==> config.mk <==
export PLATFORM = sky130hd
export DESIGN_NAME = lock_top
export DESIGN_NICKNAME = d
export VERILOG_FILES = /design/src/hw/lock_pkg.sv /design/src/hw/button_debouncer.sv /design/src/hw/code_checker.sv /design/src/hw/lock_fsm.sv /design/src/hw/lock_top.sv
export SDC_FILE = /design/constraint.sdc
export NUM_CORES = 1
export LEC_CHECK = 0
export BUFFER_PORTS_ARGS = -buffer_cell sky130_fd_sc_hd__buf_2
export CORE_MARGIN = 2
export CORE_UTILIZATION = 30
export CTS_CLUSTER_DIAMETER = 40
export CTS_CLUSTER_SIZE = 14
export DETAILED_ROUTE_END_ITERATION = 10
export GPL_ROUTABILITY_DRIVEN = 0
export GPL_TIMING_DRIVEN = 0
export SETUP_SLACK_MARGIN = 0.5
export SYNTH_ARGS = -nofsm -noshare
export SYNTH_HDL_FRONTEND = slang
export SYNTH_SLANG_ARGS = --single-unit
==> constraint.sdc <==
create_clock -name clk -period 3.7 [get_ports clk]
set_input_delay 0.555 -clock clk [delete_from_list [all_inputs] [get_ports clk]]
set_output_delay 0.555 -clock clk [all_outputs]
set_load 0.02 [all_outputs]
==> src/hw/lock_pkg.sv <==
`default_nettype none

package lock_pkg;

    // Code and display geometry
    localparam int CODE_DIGITS    = 8;
    localparam int NUM_USER_CODES = 4;
    localparam int DISPLAY_DIGITS = 6;

    // Attempt limit and times, in clock cycles (scaled down for simulation)
    localparam int MAX_ATTEMPTS     = 5;
    localparam int DEBOUNCE_CYCLES  = 4;
    localparam int AUTO_LOCK_CYCLES = 20;
    localparam int BLOCK_CYCLES     = 40;

    // One timer serves both the auto-lock and the lockout
    localparam int TIMER_MAX = (BLOCK_CYCLES > AUTO_LOCK_CYCLES) ? BLOCK_CYCLES
                                                                 : AUTO_LOCK_CYCLES;

    typedef logic [3:0]                     digit_t;
    typedef logic [CODE_DIGITS*4-1:0]       code_t;   // Digit 0 is the last key pressed
    typedef logic [2:0]                     attempts_t;
    typedef logic [$clog2(TIMER_MAX)-1:0]   timer_t;
    typedef logic [$clog2(DEBOUNCE_CYCLES+1)-1:0] debounce_cnt_t;
    typedef logic [$clog2(NUM_USER_CODES)-1:0]    slot_idx_t;

    localparam digit_t DIGIT_ERROR   = 4'hA;
    localparam digit_t DIGIT_BLANK   = 4'hB;  // Also fills unused key positions
    localparam digit_t DIGIT_TIMEOUT = 4'hE;

    // Digit 0 is the rightmost position and gets the first error mark
    typedef struct packed {
        digit_t digit5;
        digit_t digit4;
        digit_t digit3;
        digit_t digit2;
        digit_t digit1;
        digit_t digit0;
    } display_t;

    typedef struct packed {
        code_t [NUM_USER_CODES-1:0] slots;
    } user_codes_t;

    // Room left for further keypad fields
    typedef struct packed {
        code_t code;
    } keypad_req_t;

endpackage

`default_nettype wire

==> src/hw/button_debouncer.sv <==
`timescale 1ns/1ns
`default_nettype none

module button_debouncer import lock_pkg::*; (
    input  logic clk,
    input  logic rst,
    input  logic button,
    output logic press
);

    localparam debounce_cnt_t HOLD_LAST = debounce_cnt_t'(DEBOUNCE_CYCLES - 1);

    debounce_cnt_t hold_cnt;  // Saturates at HOLD_LAST
    logic          fired;     // Pulse already given for this hold

    always_ff @(posedge clk or posedge rst) begin
        if (rst) begin
            hold_cnt <= '0;
            fired    <= 1'b0;
            press    <= 1'b0;
        end else if (!button) begin
            // Release starts over
            hold_cnt <= '0;
            fired    <= 1'b0;
            press    <= 1'b0;
        end else begin
            if (hold_cnt != HOLD_LAST) begin
                hold_cnt <= hold_cnt + 1'b1;
            end
            press <= (hold_cnt == HOLD_LAST) && !fired;
            if (hold_cnt == HOLD_LAST) begin
                fired <= 1'b1;
            end
        end
    end

    assert property (@(posedge clk) disable iff (rst)
        press |=> !press)
        else $error("button_debouncer: press on two consecutive cycles");

endmodule

`default_nettype wire

==> src/hw/code_checker.sv <==
`timescale 1ns/1ns
`default_nettype none

module code_checker import lock_pkg::*; (
    input  logic        clk,
    input  logic        rst,
    input  logic        check_valid,
    input  code_t       check_code,
    input  user_codes_t user_codes,
    output logic        result_valid,
    output logic        result_match
);

    localparam code_t BLANK_CODE = {CODE_DIGITS{DIGIT_BLANK}};

    logic      busy;
    slot_idx_t slot_idx;
    logic      match_acc;  // OR of all slots compared so far
    code_t     code_q;
    code_t     slot_code;
    logic      slot_hit;
    logic      accept;

    assign accept    = check_valid && !busy;
    assign slot_code = user_codes.slots[slot_idx];

    // An empty slot must not open the door
    assign slot_hit = (slot_code == code_q) && (slot_code != BLANK_CODE);

    // Entry held for the whole scan
    always_ff @(posedge clk) begin
        if (accept) begin
            code_q <= check_code;
        end
    end

    always_ff @(posedge clk or posedge rst) begin
        if (rst) begin
            busy         <= 1'b0;
            slot_idx     <= '0;
            match_acc    <= 1'b0;
            result_valid <= 1'b0;
            result_match <= 1'b0;
        end else begin
            result_valid <= 1'b0;
            if (accept) begin
                busy      <= 1'b1;
                slot_idx  <= '0;
                match_acc <= 1'b0;
            end else if (busy) begin
                match_acc <= match_acc | slot_hit;
                if (slot_idx == slot_idx_t'(NUM_USER_CODES - 1)) begin
                    // Last slot compared, report
                    busy         <= 1'b0;
                    result_valid <= 1'b1;
                    result_match <= match_acc | slot_hit;
                end else begin
                    slot_idx <= slot_idx + 1'b1;
                end
            end
        end
    end

    // The FSM waits for the result before it sends another entry
    assert property (@(posedge clk) disable iff (rst)
        !(check_valid && busy))
        else $error("code_checker: request while busy");

    assert property (@(posedge clk) disable iff (rst)
        result_valid |=> !result_valid)
        else $error("code_checker: result_valid longer than one cycle");

endmodule

`default_nettype wire

==> src/hw/lock_fsm.sv <==
`timescale 1ns/1ns
`default_nettype none

module lock_fsm import lock_pkg::*; (
    input  logic        clk,
    input  logic        rst,
    input  logic        door_open,
    input  logic        press,
    input  logic        keypad_valid,
    input  keypad_req_t keypad_req,
    output logic        keypad_ready,
    output logic        check_valid,
    output code_t       check_code,
    input  logic        result_valid,
    input  logic        result_match,
    output logic        latch,
    output logic        beep,
    output display_t    display
);

    typedef enum logic [2:0] {
        INIT,
        LOCKED,
        CHECK_SEND,    // Entry goes to the checker
        CHECK_WAIT,
        BLOCKED,       // Keypad shut after too many failures
        UNLATCHED,     // Closed but not locked, auto-lock running
        OPEN,
        TIMEOUT_BEEP
    } lock_state_t;

    lock_state_t state;
    lock_state_t state_next;

    attempts_t attempts;
    timer_t    timer;
    code_t     req_code;
    digit_t    key0;     // Digit 0 of the keypad entry
    logic      transfer;
    logic      auto_done;
    logic      block_done;
    logic      last_try;

    digit_t [DISPLAY_DIGITS-1:0] digits;

    assign keypad_ready = (state == LOCKED);  // Back-pressure doubles as lockout
    assign transfer     = keypad_valid && keypad_ready;
    assign key0         = keypad_req.code[3:0];

    assign auto_done  = (timer == timer_t'(AUTO_LOCK_CYCLES - 1));
    assign block_done = (timer == timer_t'(BLOCK_CYCLES - 1));
    assign last_try   = (attempts == attempts_t'(MAX_ATTEMPTS - 1));

    always_comb begin
        state_next = state;
        case (state)
            INIT: begin
                if (!door_open) state_next = LOCKED;
            end
            LOCKED: begin
                if (transfer) begin
                    if (key0 == DIGIT_TIMEOUT) begin
                        state_next = TIMEOUT_BEEP;
                    end else if (key0 != DIGIT_BLANK) begin
                        state_next = CHECK_SEND;
                    end
                    // A blank entry is dropped and the lock stays put
                end else if (press) begin
                    state_next = UNLATCHED;
                end
            end
            CHECK_SEND: state_next = CHECK_WAIT;
            CHECK_WAIT: begin
                if (result_valid) begin
                    if (result_match) begin
                        state_next = UNLATCHED;
                    end else if (last_try) begin
                        state_next = BLOCKED;
                    end else begin
                        state_next = LOCKED;
                    end
                end
            end
            BLOCKED: begin
                if (block_done) state_next = LOCKED;
            end
            UNLATCHED: begin
                if (door_open) begin
                    state_next = OPEN;
                end else if (press || auto_done) begin
                    state_next = LOCKED;
                end
            end
            OPEN: begin
                if (!door_open) state_next = UNLATCHED;  // Auto-lock starts over
            end
            TIMEOUT_BEEP: state_next = LOCKED;
            default: state_next = INIT;
        endcase
    end

    always_ff @(posedge clk or posedge rst) begin
        if (rst) begin
            state <= INIT;
        end else begin
            state <= state_next;
        end
    end

    // Shared timer, restarted on every state change
    always_ff @(posedge clk or posedge rst) begin
        if (rst) begin
            timer <= '0;
        end else if (state_next != state) begin
            timer <= '0;
        end else if (state == UNLATCHED || state == BLOCKED) begin
            timer <= timer + 1'b1;
        end
    end

    always_ff @(posedge clk or posedge rst) begin
        if (rst) begin
            attempts <= '0;
        end else if (state == CHECK_WAIT && result_valid) begin
            attempts <= result_match ? attempts_t'(0) : attempts + 1'b1;
        end else if (state == BLOCKED && block_done) begin
            attempts <= '0;
        end
    end

    always_ff @(posedge clk) begin
        if (transfer) begin
            req_code <= keypad_req.code;
        end
    end

    assign check_valid = (state == CHECK_SEND);
    assign check_code  = req_code;

    // Beep trails TIMEOUT_BEEP by one cycle
    always_ff @(posedge clk or posedge rst) begin
        if (rst) begin
            beep <= 1'b0;
        end else begin
            beep <= (state == TIMEOUT_BEEP);
        end
    end

    assign latch = (state == LOCKED)     || (state == CHECK_SEND) ||
                   (state == CHECK_WAIT) || (state == BLOCKED)    ||
                   (state == TIMEOUT_BEEP);

    // One error mark per failure, full row while blocked
    always_comb begin
        for (int i = 0; i < DISPLAY_DIGITS; i++) begin
            if (state == BLOCKED || i < attempts) begin
                digits[i] = DIGIT_ERROR;
            end else begin
                digits[i] = DIGIT_BLANK;
            end
        end
    end

    assign display = display_t'(digits);

    assert property (@(posedge clk) disable iff (rst)
        (state == BLOCKED) |-> (attempts == attempts_t'(MAX_ATTEMPTS)))
        else $error("lock_fsm: lockout without the full failure count");

endmodule

`default_nettype wire

==> src/hw/lock_top.sv <==
`timescale 1ns/1ns
`default_nettype none

module lock_top import lock_pkg::*; (
    input  logic        clk,
    input  logic        rst,
    input  logic        door_open,      // High while the door is open
    input  logic        inside_button,
    input  logic        keypad_valid,
    input  keypad_req_t keypad_req,
    input  user_codes_t user_codes,     // From the external setup block
    output logic        keypad_ready,
    output logic        latch,          // High when the bolt is locked
    output logic        beep,
    output display_t    display
);

    logic  press;
    logic  check_valid;
    code_t check_code;
    logic  result_valid;
    logic  result_match;

    button_debouncer debouncer_i (
        .clk    (clk),
        .rst    (rst),
        .button (inside_button),
        .press  (press)
    );

    // Scans the stored slots one per cycle
    code_checker checker_i (
        .clk          (clk),
        .rst          (rst),
        .check_valid  (check_valid),
        .check_code   (check_code),
        .user_codes   (user_codes),
        .result_valid (result_valid),
        .result_match (result_match)
    );

    lock_fsm fsm_i (
        .clk          (clk),
        .rst          (rst),
        .door_open    (door_open),
        .press        (press),
        .keypad_valid (keypad_valid),
        .keypad_req   (keypad_req),
        .keypad_ready (keypad_ready),
        .check_valid  (check_valid),
        .check_code   (check_code),
        .result_valid (result_valid),
        .result_match (result_match),
        .latch        (latch),
        .beep         (beep),
        .display      (display)
    );

endmodule

`default_nettype wire

# --- Yosys cells after proc, flatten, opt, wreduce, memory -nomap -nowiden ---
# Cells that the tools add are included.
word_totals:
  reg_bits: 88
  word_cells: 116
  inputBits: 165
op_classes:
  n_lt_le_gt_ge: 7
  n_reduce_logical: 26
  bitwise: 2
  add_sub_neg: 4
  n_eq_ne: 21
  mux: 42
ops:
  columns: ["operator", "count"]
  rows:
  - ["binary-select mux 32 bit (select 2 bit)", 1]
  - ["2-to-1 mux 3 bit", 17]
  - ["equality test 32 bit", 1]
  - ["2-to-1 mux 32 bit", 1]
  - ["!= test 32 bit (second input constant)", 1]
  - ["one-hot mux 3 bit (8 select lines)", 1]
  - ["2-to-1 mux 1 bit", 17]
  - ["equality test 3 bit (second input constant)", 5]
  - ["logical OR 1 bit", 12]
  - ["2-to-1 mux 6 bit", 2]
  - ["equality test 3 x 2 -> 1 bit (second input constant)", 3]
  - ["adder 3 x 1 -> 3 bit (second input constant)", 2]
  - ["adder 6 x 1 -> 6 bit (second input constant)", 1]
  - ["equality test 6 x 5 -> 1 bit (second input constant)", 1]
  - ["equality test 6 bit (second input constant)", 1]
  - ["logical AND 1 bit", 6]
  - ["< comparator 1 x 3 -> 1 bit (first input constant)", 2]
  - ["< comparator 2 x 3 -> 1 bit (first input constant)", 2]
  - ["< comparator 3 bit (first input constant)", 2]
  - ["2-to-1 mux 2 bit", 3]
  - ["!= test 2 x 1 -> 1 bit (second input constant)", 3]
  - ["nonzero test 2 bit", 3]
  - ["equality test 4 bit (second input constant)", 1]
  - ["!= test 4 bit (second input constant)", 1]
  - ["12 further kinds", 13]

# --- Longest topological paths before layout ---
# Gate-level depths: netlist of run 1.
logic_depth:
  word_depth: 7
  mapped_depth: 9
  ltp_nobuf: 8

# --- Modules after synthesis ---
# Synthesis of run 1 repeated with hierarchy kept, for this count alone.
unflattened:
  cells_unflattened: 385
  area_unflattened_um2: 5112.4
by_module_without_submodules:
  columns: ["mod", "seq_area_each_um2", "area_per_inst_um2", "cells_each", "instances"]
  rows:
  - ["code_checker", 1111.1, 2810.2, 204, 1]
  - ["lock_fsm", 1286.2, 2065.7, 161, 1]
  - ["button_debouncer", 125.1, 236.5, 20, 1]

# --- Least setup slack after synthesis of run 1 ---
# Ideal clock, no wire load.
synth_path:
  kind: "reg2reg"
  start: "register fsm_i.state[1]"
  end: "register checker_i.code_q[0], enable pin"
  path_stages_with_launch: 5
  required_ns: 3.277
  setup_time_ns: 0.423
  setup_slack_ns: 0.905
  arrival_ns: 2.372
  path_buffers: 2
  cell_sequence: "dfrtp_1 -> clkbuf_1 -> clkbuf_1 -> nand3_1 -> nor2_1"
synth_via:
  elab_chain_len: 2
synth_lines:
  columns: ["item", "line_no", "rtl"]
  rows:
  - ["from (decl)", "lock_fsm.sv:32", "lock_state_t state;"]
  - ["from (signal assigned)", "lock_fsm.sv:106", "state <= state_next;"]
  - ["equality test 3 x 2 -> 1 bit", "lock_fsm.sv:137", "assign check_valid = (state == CHECK_SEND);"]
  - ["logical AND 1 bit", "code_checker.sv:24", "assign accept = check_valid && !busy;"]
  - ["via checker_i.accept", "code_checker.sv:22", "logic accept;"]
  - ["to (signal assigned)", "code_checker.sv:33", "code_q <= check_code;"]
  - ["to (decl)", "code_checker.sv:19", "code_t code_q;"]
# The timed path passes the listed nets, and every way through them passes these cells.
# A chain may end at the register's enable or synchronous reset.

# --- Final worst setup path of run 1 ---
layout_path:
  start: "register checker_i.slot_idx[1]"
  end: "register checker_i.match_acc"
layout_via:
  elab_chain_len: 7
layout_lines:
  columns: ["item", "line_no", "rtl"]
  rows:
  - ["from (decl)", "code_checker.sv:17", "slot_idx_t slot_idx;"]
  - ["from (signal assigned)", "code_checker.sv:58", "slot_idx <= slot_idx + 1'b1;"]
  - ["binary-select mux 32 bit (select 2 bit) (*)", "code_checker.sv:25", "assign slot_code = user_codes.slots[slot_idx];"]
  - ["2-to-1 mux 32 bit (not written as such) (*)", "code_checker.sv:25", null]
  - ["equality test 32 bit / != test 32 bit (equally long branches)", "code_checker.sv:28", "assign slot_hit = (slot_code == code_q) && (slot_code != BLANK_CODE);"]
  - ["logical AND 1 bit (*)", "code_checker.sv:28", null]
  - ["bitwise OR 1 bit (*)", "code_checker.sv:51", "match_acc <= match_acc | slot_hit;"]
  - ["2-to-1 mux 1 bit (*)", "code_checker.sv:50", "end else if (busy) begin"]
  - ["2-to-1 mux 1 bit (*)", "code_checker.sv:46", "if (accept) begin"]
  - ["to (signal assigned)", "code_checker.sv:51", null]
  - ["to (decl)", "code_checker.sv:18", "logic match_acc;"]
# Every way passes the cells marked *; elsewhere a longest branch is shown, timed or not. The select of a mux whose other input is x is not followed.

==> results of run 1 <==
## power by group through the flow
| stage | Sequential (W) | Combinational [W] | Clock [W] |
|---|---|---|---|
| floorplan | 0.00139 | 0.00127 | 0 |
| global route | 0.00142 | 0.00192 | 0.000925 |
| detailed placement | 0.00142 | 0.00178 | 0 |
| CTS | 0.00140 | 0.00179 | 0.000877 |
| finish | 0.00139 | 0.00178 | 0.000860 |
| global placement | 0.00141 | 0.00175 | 0 |
## stage by stage
| stage | setup slack [ns] | hold slack, ns |
|---|---|---|
| 6_report | 0.887 | 0.385 |
| 5_1_grt | 0.754 | 0.371 |
| 4_1_cts | 0.913 | 0.377 |
| 3_5_place_dp | 0.941 | 0.406 |
| 3_3_place_gp | -0.0745 | 0.404 |
| 2_1_floorplan | 0.905 | 0.400 |
## synthesized netlist by cell type, drive strengths merged (3+ instances only)
cell,instances,share of area [%]
ha,6,1.5
inv,11,0.83
nand2,21,1.6
mux2i,4,0.81
a211oi,3,0.45
mux4,32,15
xnor2,34,6.0
nand4,14,1.8
a31oi,4,0.50
edfxtp,64,39
clkbuf,7,0.53
buf,26,3.8
nand4b,14,2.5
xor2,5,0.88
nand3,4,0.40
and2,5,0.63
mux2,3,0.68
dfrtp,24,12
a21oi,10,1.0
o21ai,18,1.8
nor2b,8,1.0
nor2,14,1.1
nor3,11,1.1
nor4,3,0.38
## worst paths after layout
check,from,to,slack (ns),cells after the start
setup reg to reg,checker_i.slot_idx[1],checker_i.match_acc,0.89,8
setup / recovery,checker_i.slot_idx[1],checker_i.match_acc,0.89,8
hold reg to reg,fsm_i.check_code[27],checker_i.code_q[27],0.42,0
min in group asynchronous,rst,debouncer_i.fired,0.42,2
max in group asynchronous,rst,fsm_i.state[2],2.70,2
hold / removal,keypad_req[17],fsm_i.check_code[17],0.39,1
## area by class of cell
class / count / area [sq um] / share of cell area (%)
buffer: 33 / 216 / 3.35
clock buffer: 10 / 239 / 3.70
clock inverter: 6 / 45.0 / 0.698
inverter: 11 / 41.3 / 0.640
multi-input combinational: 263 / 2250 / 34.9
sequential: 88 / 2520 / 39.1
tap: 220 / 275 / 4.26
timing repair buffer: 173 / 866 / 13.4
## worst max-delay path: stages, from the launching register on
cell,delay [ns]
dfrtp_1,0.36
buf_2,0.21
clkbuf_1,0.62
mux4_2,0.46
xnor2_1,0.27
nand4_1,0.15
nor4_1,0.32
o41ai_1,0.18
o21ai_1,0.16
## logic make-up after synthesis
kind of cell	count (synthesis)	synth area share [%]
mux	39	16.0
flops	88	50.8
simple gates	110	12.9
xor+xnor	39	6.89
compound gates	51	6.46
buf+inv	44	5.20
other cells	2	0.151
fa+ha+maj	6	1.51
## layer usage
metal	global-route usage [%]	up-vias	part of all wire, %
li1	-	1834	-
met1	20.9	1946	39
met2	30.3	215	50
met3	5.33	28	8.6
met4	4.78	0	1.9
met5	0	-	0
## flip-flops by register name, summed over array words and instances (netlist names)
signal	cells
fsm_i.timer	6
fsm_i.beep	1
debouncer_i.fired	1
checker_i.code_q	32
debouncer_i.hold_cnt	3
checker_i.match_acc	1
checker_i.busy	1
fsm_i.state	3
checker_i.slot_idx	2
checker_i.result_valid	1
fsm_i.attempts	3
checker_i.result_match	1
fsm_i.check_code	32
debouncer_i.press	1
==> flow_metrics.tcl, run 1 <==
set metrics [dict create \
    stdcell_count 804 \
    seqPwrFrac_pct 34.5 \
    async_reset_ff_share_pct 27.3 \
    die-area_sq_um 17600 \
    p_int_w 0.00256 \
    worst_setup_path_end_kind "flop" \
    p_sw_w 0.00147 \
    tns_ns 0 \
    yosysSeqAreaShare_pct 50.8 \
    num_io_pins 192 \
    via_count 4023 \
    slew_violations 0 \
    clk_path_buf_depth 2 \
    num_antenna_cells 0 \
    relSlewSlack_pct 35.7 \
    synth_top_flop_cell "edfxtp_1" \
    netlist_area_sq_um 4960 \
    swShare_pct 36.5 \
    grt_antenna_before_repair 0 \
    p_comb_share_pct 44.1 \
    clock_latency_ns 0.34 \
    ys_warn_count 0 \
    start_kind "flop" \
    ctsHoldBuffers 0 \
    syn_inst 379 \
    post_drt_wl_per_cell_microns 19.2 \
    post_dp_cell_area_sq_um 6170 \
    grtUsageTotal_pct 17.4 \
    synth_area_per_cell_sq_um 13.1 \
    hpwl_mm 12.5 \
    layout_commonest_cell "buf_2" \
    design_area_sq_um 6450 \
    firstDrtPassIters 4 \
    portBuffers 173 \
    critPathRequiredTime_ns 3.97 \
    antenna_left 0 \
    clockPowerShare_pct 21.3 \
    ir_drop_mv 0.263 \
    fin_nets 750 \
    fillers 1635 \
    num_rows 47 \
    grt_pass1_wl_mm 23.1 \
    cp_max_fo 10 \
    period_share_pct 76.0 \
    status "completed" \
    drive_gt1_share_pct 43.3 \
    grt_pass1_vias 4138 \
    p_per_area_nw_per_um2 625 \
    tightest_slew_ns 0.963 \
    path_class "reg -> reg" \
    max_cap_violations 0 \
    start_util_pct 30.3 \
    clock_sinks 88 \
    dp_cells 788 \
    ctsRootBufferMaster "clkbuf_16" \
    utilization_pct 39.5 \
    setup_viol 0 \
    totalPowerFinal_w 0.00404 \
    drcViolationCount 0 \
    fin_worst_skew_ns 0.00548 \
    core-area_sq_um 16300 \
    hold_class "in -> reg" \
    clkSlewWorstSetupHoldPaths_ns 0.07 \
    mostFrequentLayoutCells "178 x buf_2, 64 x edfxtp_1, 34 x xnor2_1, 32 x mux4_2, 24 x dfrtp_1" \
    cts_setup_buffers 0 \
    drt-total-wl_mm 15.4 \
    grt_max_degree 35 \
    fmax_ghz 0.355 \
    power_leakage_nw 2.54 \
    hold_violations 0 \
    htree_levels 3 \
    ys_types 51 \
    ys_ff_latch 88 \
    cts.repair.resized 0 \
    cts_made_buffers 9 \
    overflow 0 \
    rsz0062_at_grt "no" \
    arrival_ns 3.08 \
    die_h_microns 133 \
    tritoncts "done" \
    via_per_inst 5.00 \
    min_period_ns 2.81 \
    die_x_microns 133 \
    area_delta_synth_final_pct 30.1 \
    synth_edf_count 64 \
    drt_iter0_drc 254 \
]
No activity file was read; power rests on OpenSTA's default activity.
==> inputs of run 2 (changes only) <==
- ABC_AREA: unset -> 1
- clock period: 3.7 -> 2.7 ns (I/O delays scaled with it)
==> run 2 against run 1 <==
Clock power is 45% higher. Via count is 23% higher. Synthesized area is 5.6% higher. First-iteration DRC count is 11% lower. Critical path type is now reg -> out. Combinational power is 81% higher. Worst setup slack worse by 0.25 ns. Largest cell class unchanged. Sequential cell count stayed put. Global-route usage hardly changed. Die area is 5.4% higher. Cell area is 6.0% higher. Synthesized cell count is 78% higher.
==> flow_metrics.tcl, run 2 <==
set metrics [dict create \
    relSlewSlack_pct 36.9 \
    seqPwrFrac_pct 30.0 \
    start_kind "flop" \
    yosys-top-cells-count "277 x nand2_1, 103 x nand3_1, 64 x edfxtp_1" \
    max_cap_violations 0 \
    firstDrtPassIters 5 \
    fin_worst_skew_ns 0.00873 \
    syn_inst 676 \
    p_per_area_nw_per_um2 933 \
    die_h_microns 136 \
    netlist_area_sq_um 5240 \
    status "completed" \
    num_io_pins 192 \
    ys_ff_latch 88 \
    synth_top_area_share_pct 36.7 \
    cts_made_buffers 9 \
    path_class "reg -> out" \
    clock_sinks 88 \
    min_period_ns 2.07 \
    drt-total-wl_mm 16.1 \
    cp_max_fo 6 \
    power_leakage_nw 3.41 \
    die_x_microns 136 \
    ys_warn_count 0 \
    grt_pass1_vias 4735 \
    tritoncts "done" \
    num_rows 48 \
    dp_cells 1091 \
    ys_types 31 \
    layout_commonest_cell "nand2_1" \
    slew_violations 0 \
    clockPowerShare_pct 19.6 \
    grt_pass1_wl_mm 24.1 \
    synth_area_per_cell_sq_um 7.75 \
    ir_drop_mv 0.342 \
    hpwl_mm 12.5 \
    tns_ns 0 \
    mostFrequentLayoutCells "277 x nand2_1, 178 x buf_2, 102 x nand3_1, 64 x edfxtp_1, 54 x inv_1" \
    grt_antenna_before_repair 5 \
    via_per_inst 4.45 \
    async_reset_ff_share_pct 27.3 \
    yosys-top-cells-area "edfxtp_1 37%, nand2_1 20%, dfrtp_1 11%, nand3_1 9.8%, inv_1 3.9%" \
    synth_edf_count 64 \
    fin_nets 1050 \
    synth_top_flop_cell "edfxtp_1" \
    via_count 4956 \
    fmax_ghz 0.484 \
    ctsRootBufferMaster "clkbuf_16" \
    p_int_w 0.00361 \
    overflow 0 \
    p_sw_w 0.00277 \
    drcViolationCount 0 \
    post_drt_wl_per_cell_microns 14.5 \
    antenna_left 0 \
    rsz0062_at_grt "yes" \
    arrival_ns 1.66 \
    setup_viol 0 \
    yosysSeqAreaShare_pct 48.1 \
    tightest_slew_ns 0.945 \
    yosysMostFrequentCell "nand2_1" \
    clk_path_buf_depth 2 \
    grtUsageTotal_pct 17.4 \
    die-area_sq_um 18500 \
    core-area_sq_um 17200 \
    hold_class "in -> reg" \
    area_delta_synth_final_pct 30.6 \
    start_util_pct 30.5 \
    portBuffers 173 \
    period_share_pct 76.6 \
    drt_iter0_drc 225 \
    hold_violations 0 \
    drive_gt1_share_pct 27.3 \
    grt_max_degree 25 \
    clock_latency_ns 0.34 \
    clkSlewWorstSetupHoldPaths_ns 0.06 \
    stdcell_count 1113 \
    htree_levels 3 \
    worst_setup_path_end_kind "primary output" \
    synth_area_leader_cell "edfxtp_1" \
    critPathRequiredTime_ns 2.30 \
    swShare_pct 43.4 \
    p_comb_share_pct 50.4 \
]
## run 2: through the flow
stage / util [%] / hold WS (ns) / setup WS (ns) / power (W) / area (sq um)
after floorplan: - / 0.400 / 0.669 / 0.00413 / 5310
after global placement: 37.6 / 0.401 / 0.0499 / 0.00502 / 6450
after detailed placement: 37.8 / 0.405 / -0.000119 / 0.00510 / 6490
after CTS: 39.6 / 0.230 / 0.523 / 0.00638 / 6800
after global routing: 39.8 / 0.232 / 0.477 / 0.00688 / 6840
final: 39.8 / 0.238 / 0.633 / 0.00639 / 6840
## run 2: final cells by class
type | instances | area (sq um)
Fill cell | 1832 | 10300
Sequential cell | 88 | 2520
Multi-Input combinational cell | 508 | 2290
Timing Repair Buffer | 175 | 901
Buffer | 40 | 325
Clock buffer | 15 | 290
Tap cell | 225 | 282
Inverter | 57 | 216
Antenna cell | 4 | 10.0
Clock inverter | 1 | 8.76
## run 2: worst max-delay path: stages, from the launching register on
cell	delay, ns
dfrtp_1	0.42
inv_1	0.14
nand2_1	0.15
nor2_4	0.18
nor2_1	0.08
o21ai_0	0.15
inv_1	0.05
buf_2	0.15
## run 2: worst paths after layout
check                                      start                      to  slack (ns)  cells past startpoint
max                               fsm_i.state[0]             display[16]        0.63                      7
min in group asynchronous                    rst          fsm_i.timer[3]        0.27                      2
min                               keypad_req[10]    fsm_i.check_code[10]        0.24                      1
max in group asynchronous                    rst          checker_i.busy        1.85                      2
min reg2reg                 fsm_i.check_code[25]    checker_i.code_q[25]        0.41                      0
max reg2reg                checker_i.slot_idx[1]  checker_i.result_match        0.65                     14
## run 2: repair_timing
item                                    in CTS  in global routing
hold buffers                                 0                  0
gates resized for setup                      0                 12
endpoints found under the setup margin       8                 21
pin swaps                                    1                  0
buffers inserted                             1                  0
gates cloned                                 1                  0
## run 2: power groups by stage
stage               sequential, W  clock [W]  combinational [W]
floorplan                 0.00190          0            0.00222
global placement          0.00194          0            0.00309
detailed placement        0.00194          0            0.00315
CTS                       0.00192    0.00127            0.00319
global route              0.00194    0.00132            0.00361
finish                    0.00191    0.00125            0.00322
## run 2: cell families (layout without fill, tap and decap cells)
family | count (synthesis) | in the layout | share of synthesized area [%]
buffers and inverters | 97 | 288 | 9.98
adder cells (fa/ha/maj) | 6 | 6 | 1.43
XOR/XNOR | 6 | 6 | 1.00
multiplexers | 1 | 1 | 0.191
other | 2 | 22 | 0.143
AO/OA/AOI/OAI | 27 | 27 | 2.89
flip-flops | 88 | 88 | 48.1
AND/OR/NAND/NOR | 449 | 450 | 36.2
## run 2: routing by layer
metal | wire length, microns | global-route usage (%) | up-vias
li1 | - | - | 2590
met1 | 6840 | 20.7 | 2183
met2 | 7710 | 30.1 | 154
met3 | 1200 | 4.33 | 27
met4 | 352 | 6.71 | 2
met5 | 13 | 0 | -
==> inputs of run 3 (changes only) <==
- clock period: 2.7 -> 2.1 ns (I/O delays scaled with it)
==> run 3 against run 2 <==
Cell area up 18%. Worst setup slack got worse by 0.47 ns. Wire length up 12%. Clock skew is essentially flat. First-iteration DRC count grew 27%. Critical path depth up 9. Via count up 8.4%. Hold slack got worse by 0.10 ns. Global-route usage grew 1.6 points. Critical endpoint is now checker_i.result_match.
==> flow_metrics.tcl, run 3 (synthesized netlist as in run 2, its figures left out) <==
set metrics [dict create \
    ctsHoldBuffers 0 \
    worst_setup_path_end_kind "flop" \
    cts_made_buffers 9 \
    route.met3.wl_microns 993 \
    drive_gt1_share_pct 41.8 \
    portBuffers 173 \
    slew_violations 0 \
    grt_max_degree 25 \
    fin_worst_skew_ns 0.00859 \
    grt_pass1_vias 5070 \
    tritoncts "done" \
    fin_nets 1101 \
    top_layer_used "met4" \
    grt_antenna_before_repair 3 \
    firstDrtPassIters 5 \
    drt_iter0_drc 285 \
    mostFrequentLayoutCells "248 x nand2_1, 166 x buf_2, 65 x nand3_1, 64 x edfxtp_1, 53 x buf_4" \
    post_dp_cell_area_sq_um 6510 \
    setup_viol 0 \
    max_cap_violations 0 \
    die_h_microns 136 \
    status "completed" \
    post_drt_wl_per_cell_microns 15.5 \
    cp_top_family "simple AND/OR/NAND/NOR gates" \
    utilization_pct 46.9 \
    num_io_pins 192 \
    die-area_sq_um 18500 \
    num_rows 48 \
    dp_cells 1091 \
    htree_levels 3 \
    ctsRootBufferMaster "clkbuf_16" \
    layout_commonest_cell "nand2_1" \
    antenna_left 0 \
    wl_met1_mm 7.64 \
    tightest_slew_ns 0.948 \
    fillers 1648 \
    worst-path-buf-inv 5 \
    clock_sinks 88 \
    period_share_pct 92.3 \
    p_per_area_nw_per_um2 1290 \
    clock_latency_ns 0.35 \
    drcViolationCount 0 \
    clk_path_buf_depth 2 \
    hpwl_mm 12.6 \
    critPathRequiredTime_ns 2.34 \
    min_period_ns 1.94 \
    ir_drop_mv 0.534 \
    hold_violations 0 \
    p_sw_w 0.00451 \
    seqPwrFrac_pct 23.6 \
    relSlewSlack_pct 36.7 \
    clockPowerShare_pct 15.7 \
    start_kind "flop" \
    die_x_microns 136 \
    crit_chain "inv_2, buf_12, buf_12, buf_16, nand2_4, nand3_4, nand2_4, nand2_1, inv_1, nand4_1, nor2_2, nand2_1, nand3_2, nand2_1, nand2_1, nand2_1" \
    power_leakage_nw 3.90 \
    hold_slack_ns 0.138 \
    hold_class "in -> reg" \
    area_delta_synth_final_pct 53.6 \
    swShare_pct 43.4 \
    arrival_ns 2.18 \
    via_per_inst 4.62 \
    p_comb_share_pct 60.7 \
    grt_pass1_wl_mm 26.0 \
    overflow 0 \
    rsz0062_at_grt "yes" \
    fmax_ghz 0.516 \
    slowest_stage "dfrtp_1" \
    route.met2.wl_mm 8.97 \
    design_area_sq_um 8050 \
    drt-total-wl_mm 18.0 \
    totalPowerFinal_w 0.0104 \
    cp_max_fo 7 \
    cpPeakStageDelay_ns 0.42 \
    path_class "reg -> reg" \
    grtUsageTotal_pct 19.0 \
    reg2reg_slack_ns 0.16 \
    via_count 5371 \
    stdcell_count 1163 \
    start_util_pct 30.5 \
    clkSlewWorstSetupHoldPaths_ns 0.07 \
    worst_path_most_repeated_cell "nand2_1" \
    core-area_sq_um 17200 \
    p_int_w 0.00589 \
]
==> run 3: area by class of cell <==
class                      count  area (sq um)  share of cell area [%]
multi-input combinational    508          2780                    34.6
sequential                    88          2520                    31.4
timing repair buffer         226          1530                    19.0
buffer                        40           399                    4.96
tap                          225           282                    3.50
clock buffer                  10           229                    2.84
inverter                      57           226                    2.81
clock inverter                 6          67.6                   0.839
antenna                        3          7.51                  0.0933
==> run 3: timing repair <==
action	in CTS	in global routing
endpoints found under the setup margin	76	87
pin swaps	27	21
gates cloned	3	3
resized for setup	135	47
setup buffers	34	13
==> run 3: path summary, 6_finish.rpt <==
path | startpoint | to | cells after the start
max | checker_i.slot_idx[0] | checker_i.result_match | 16
min | keypad_req[20] | fsm_i.check_code[20] | 1
max reg2reg | checker_i.slot_idx[0] | checker_i.result_match | 16
min reg2reg | fsm_i.check_code[11] | checker_i.code_q[11] | 0
max in group asynchronous | rst | fsm_i.state[0] | 2
min in group asynchronous | rst | debouncer_i.hold_cnt[1] | 2
==> run 3: per-layer routing <==
| metal | up-vias | GRT usage [%] |
|---|---|---|
| li1 | 2699 | - |
| met1 | 2472 | 23.4 |
| met2 | 175 | 32.9 |
| met3 | 25 | 2.83 |
| met4 | 0 | 8.33 |
| met5 | - | 0 |
==> run 3: stage by stage <==
step | setup WS [ns] | TNS, ns
floorplan | 0.126 | 0
global placement | -0.441 | -18.00
detailed placement | -0.488 | -3.29
CTS | 0.184 | 0
global route | 0.0291 | 0
finish | 0.161 | 0
==> run 3: power groups by stage <==
stage,Combinational [W],Clock (W),Sequential [W]
floorplan,0.00289,0,0.00245
global placement,0.00402,0,0.00250
detailed placement,0.00411,0,0.00250
CTS,0.00561,0.00166,0.00245
global route,0.00684,0.00173,0.00249
finish,0.00632,0.00163,0.00246
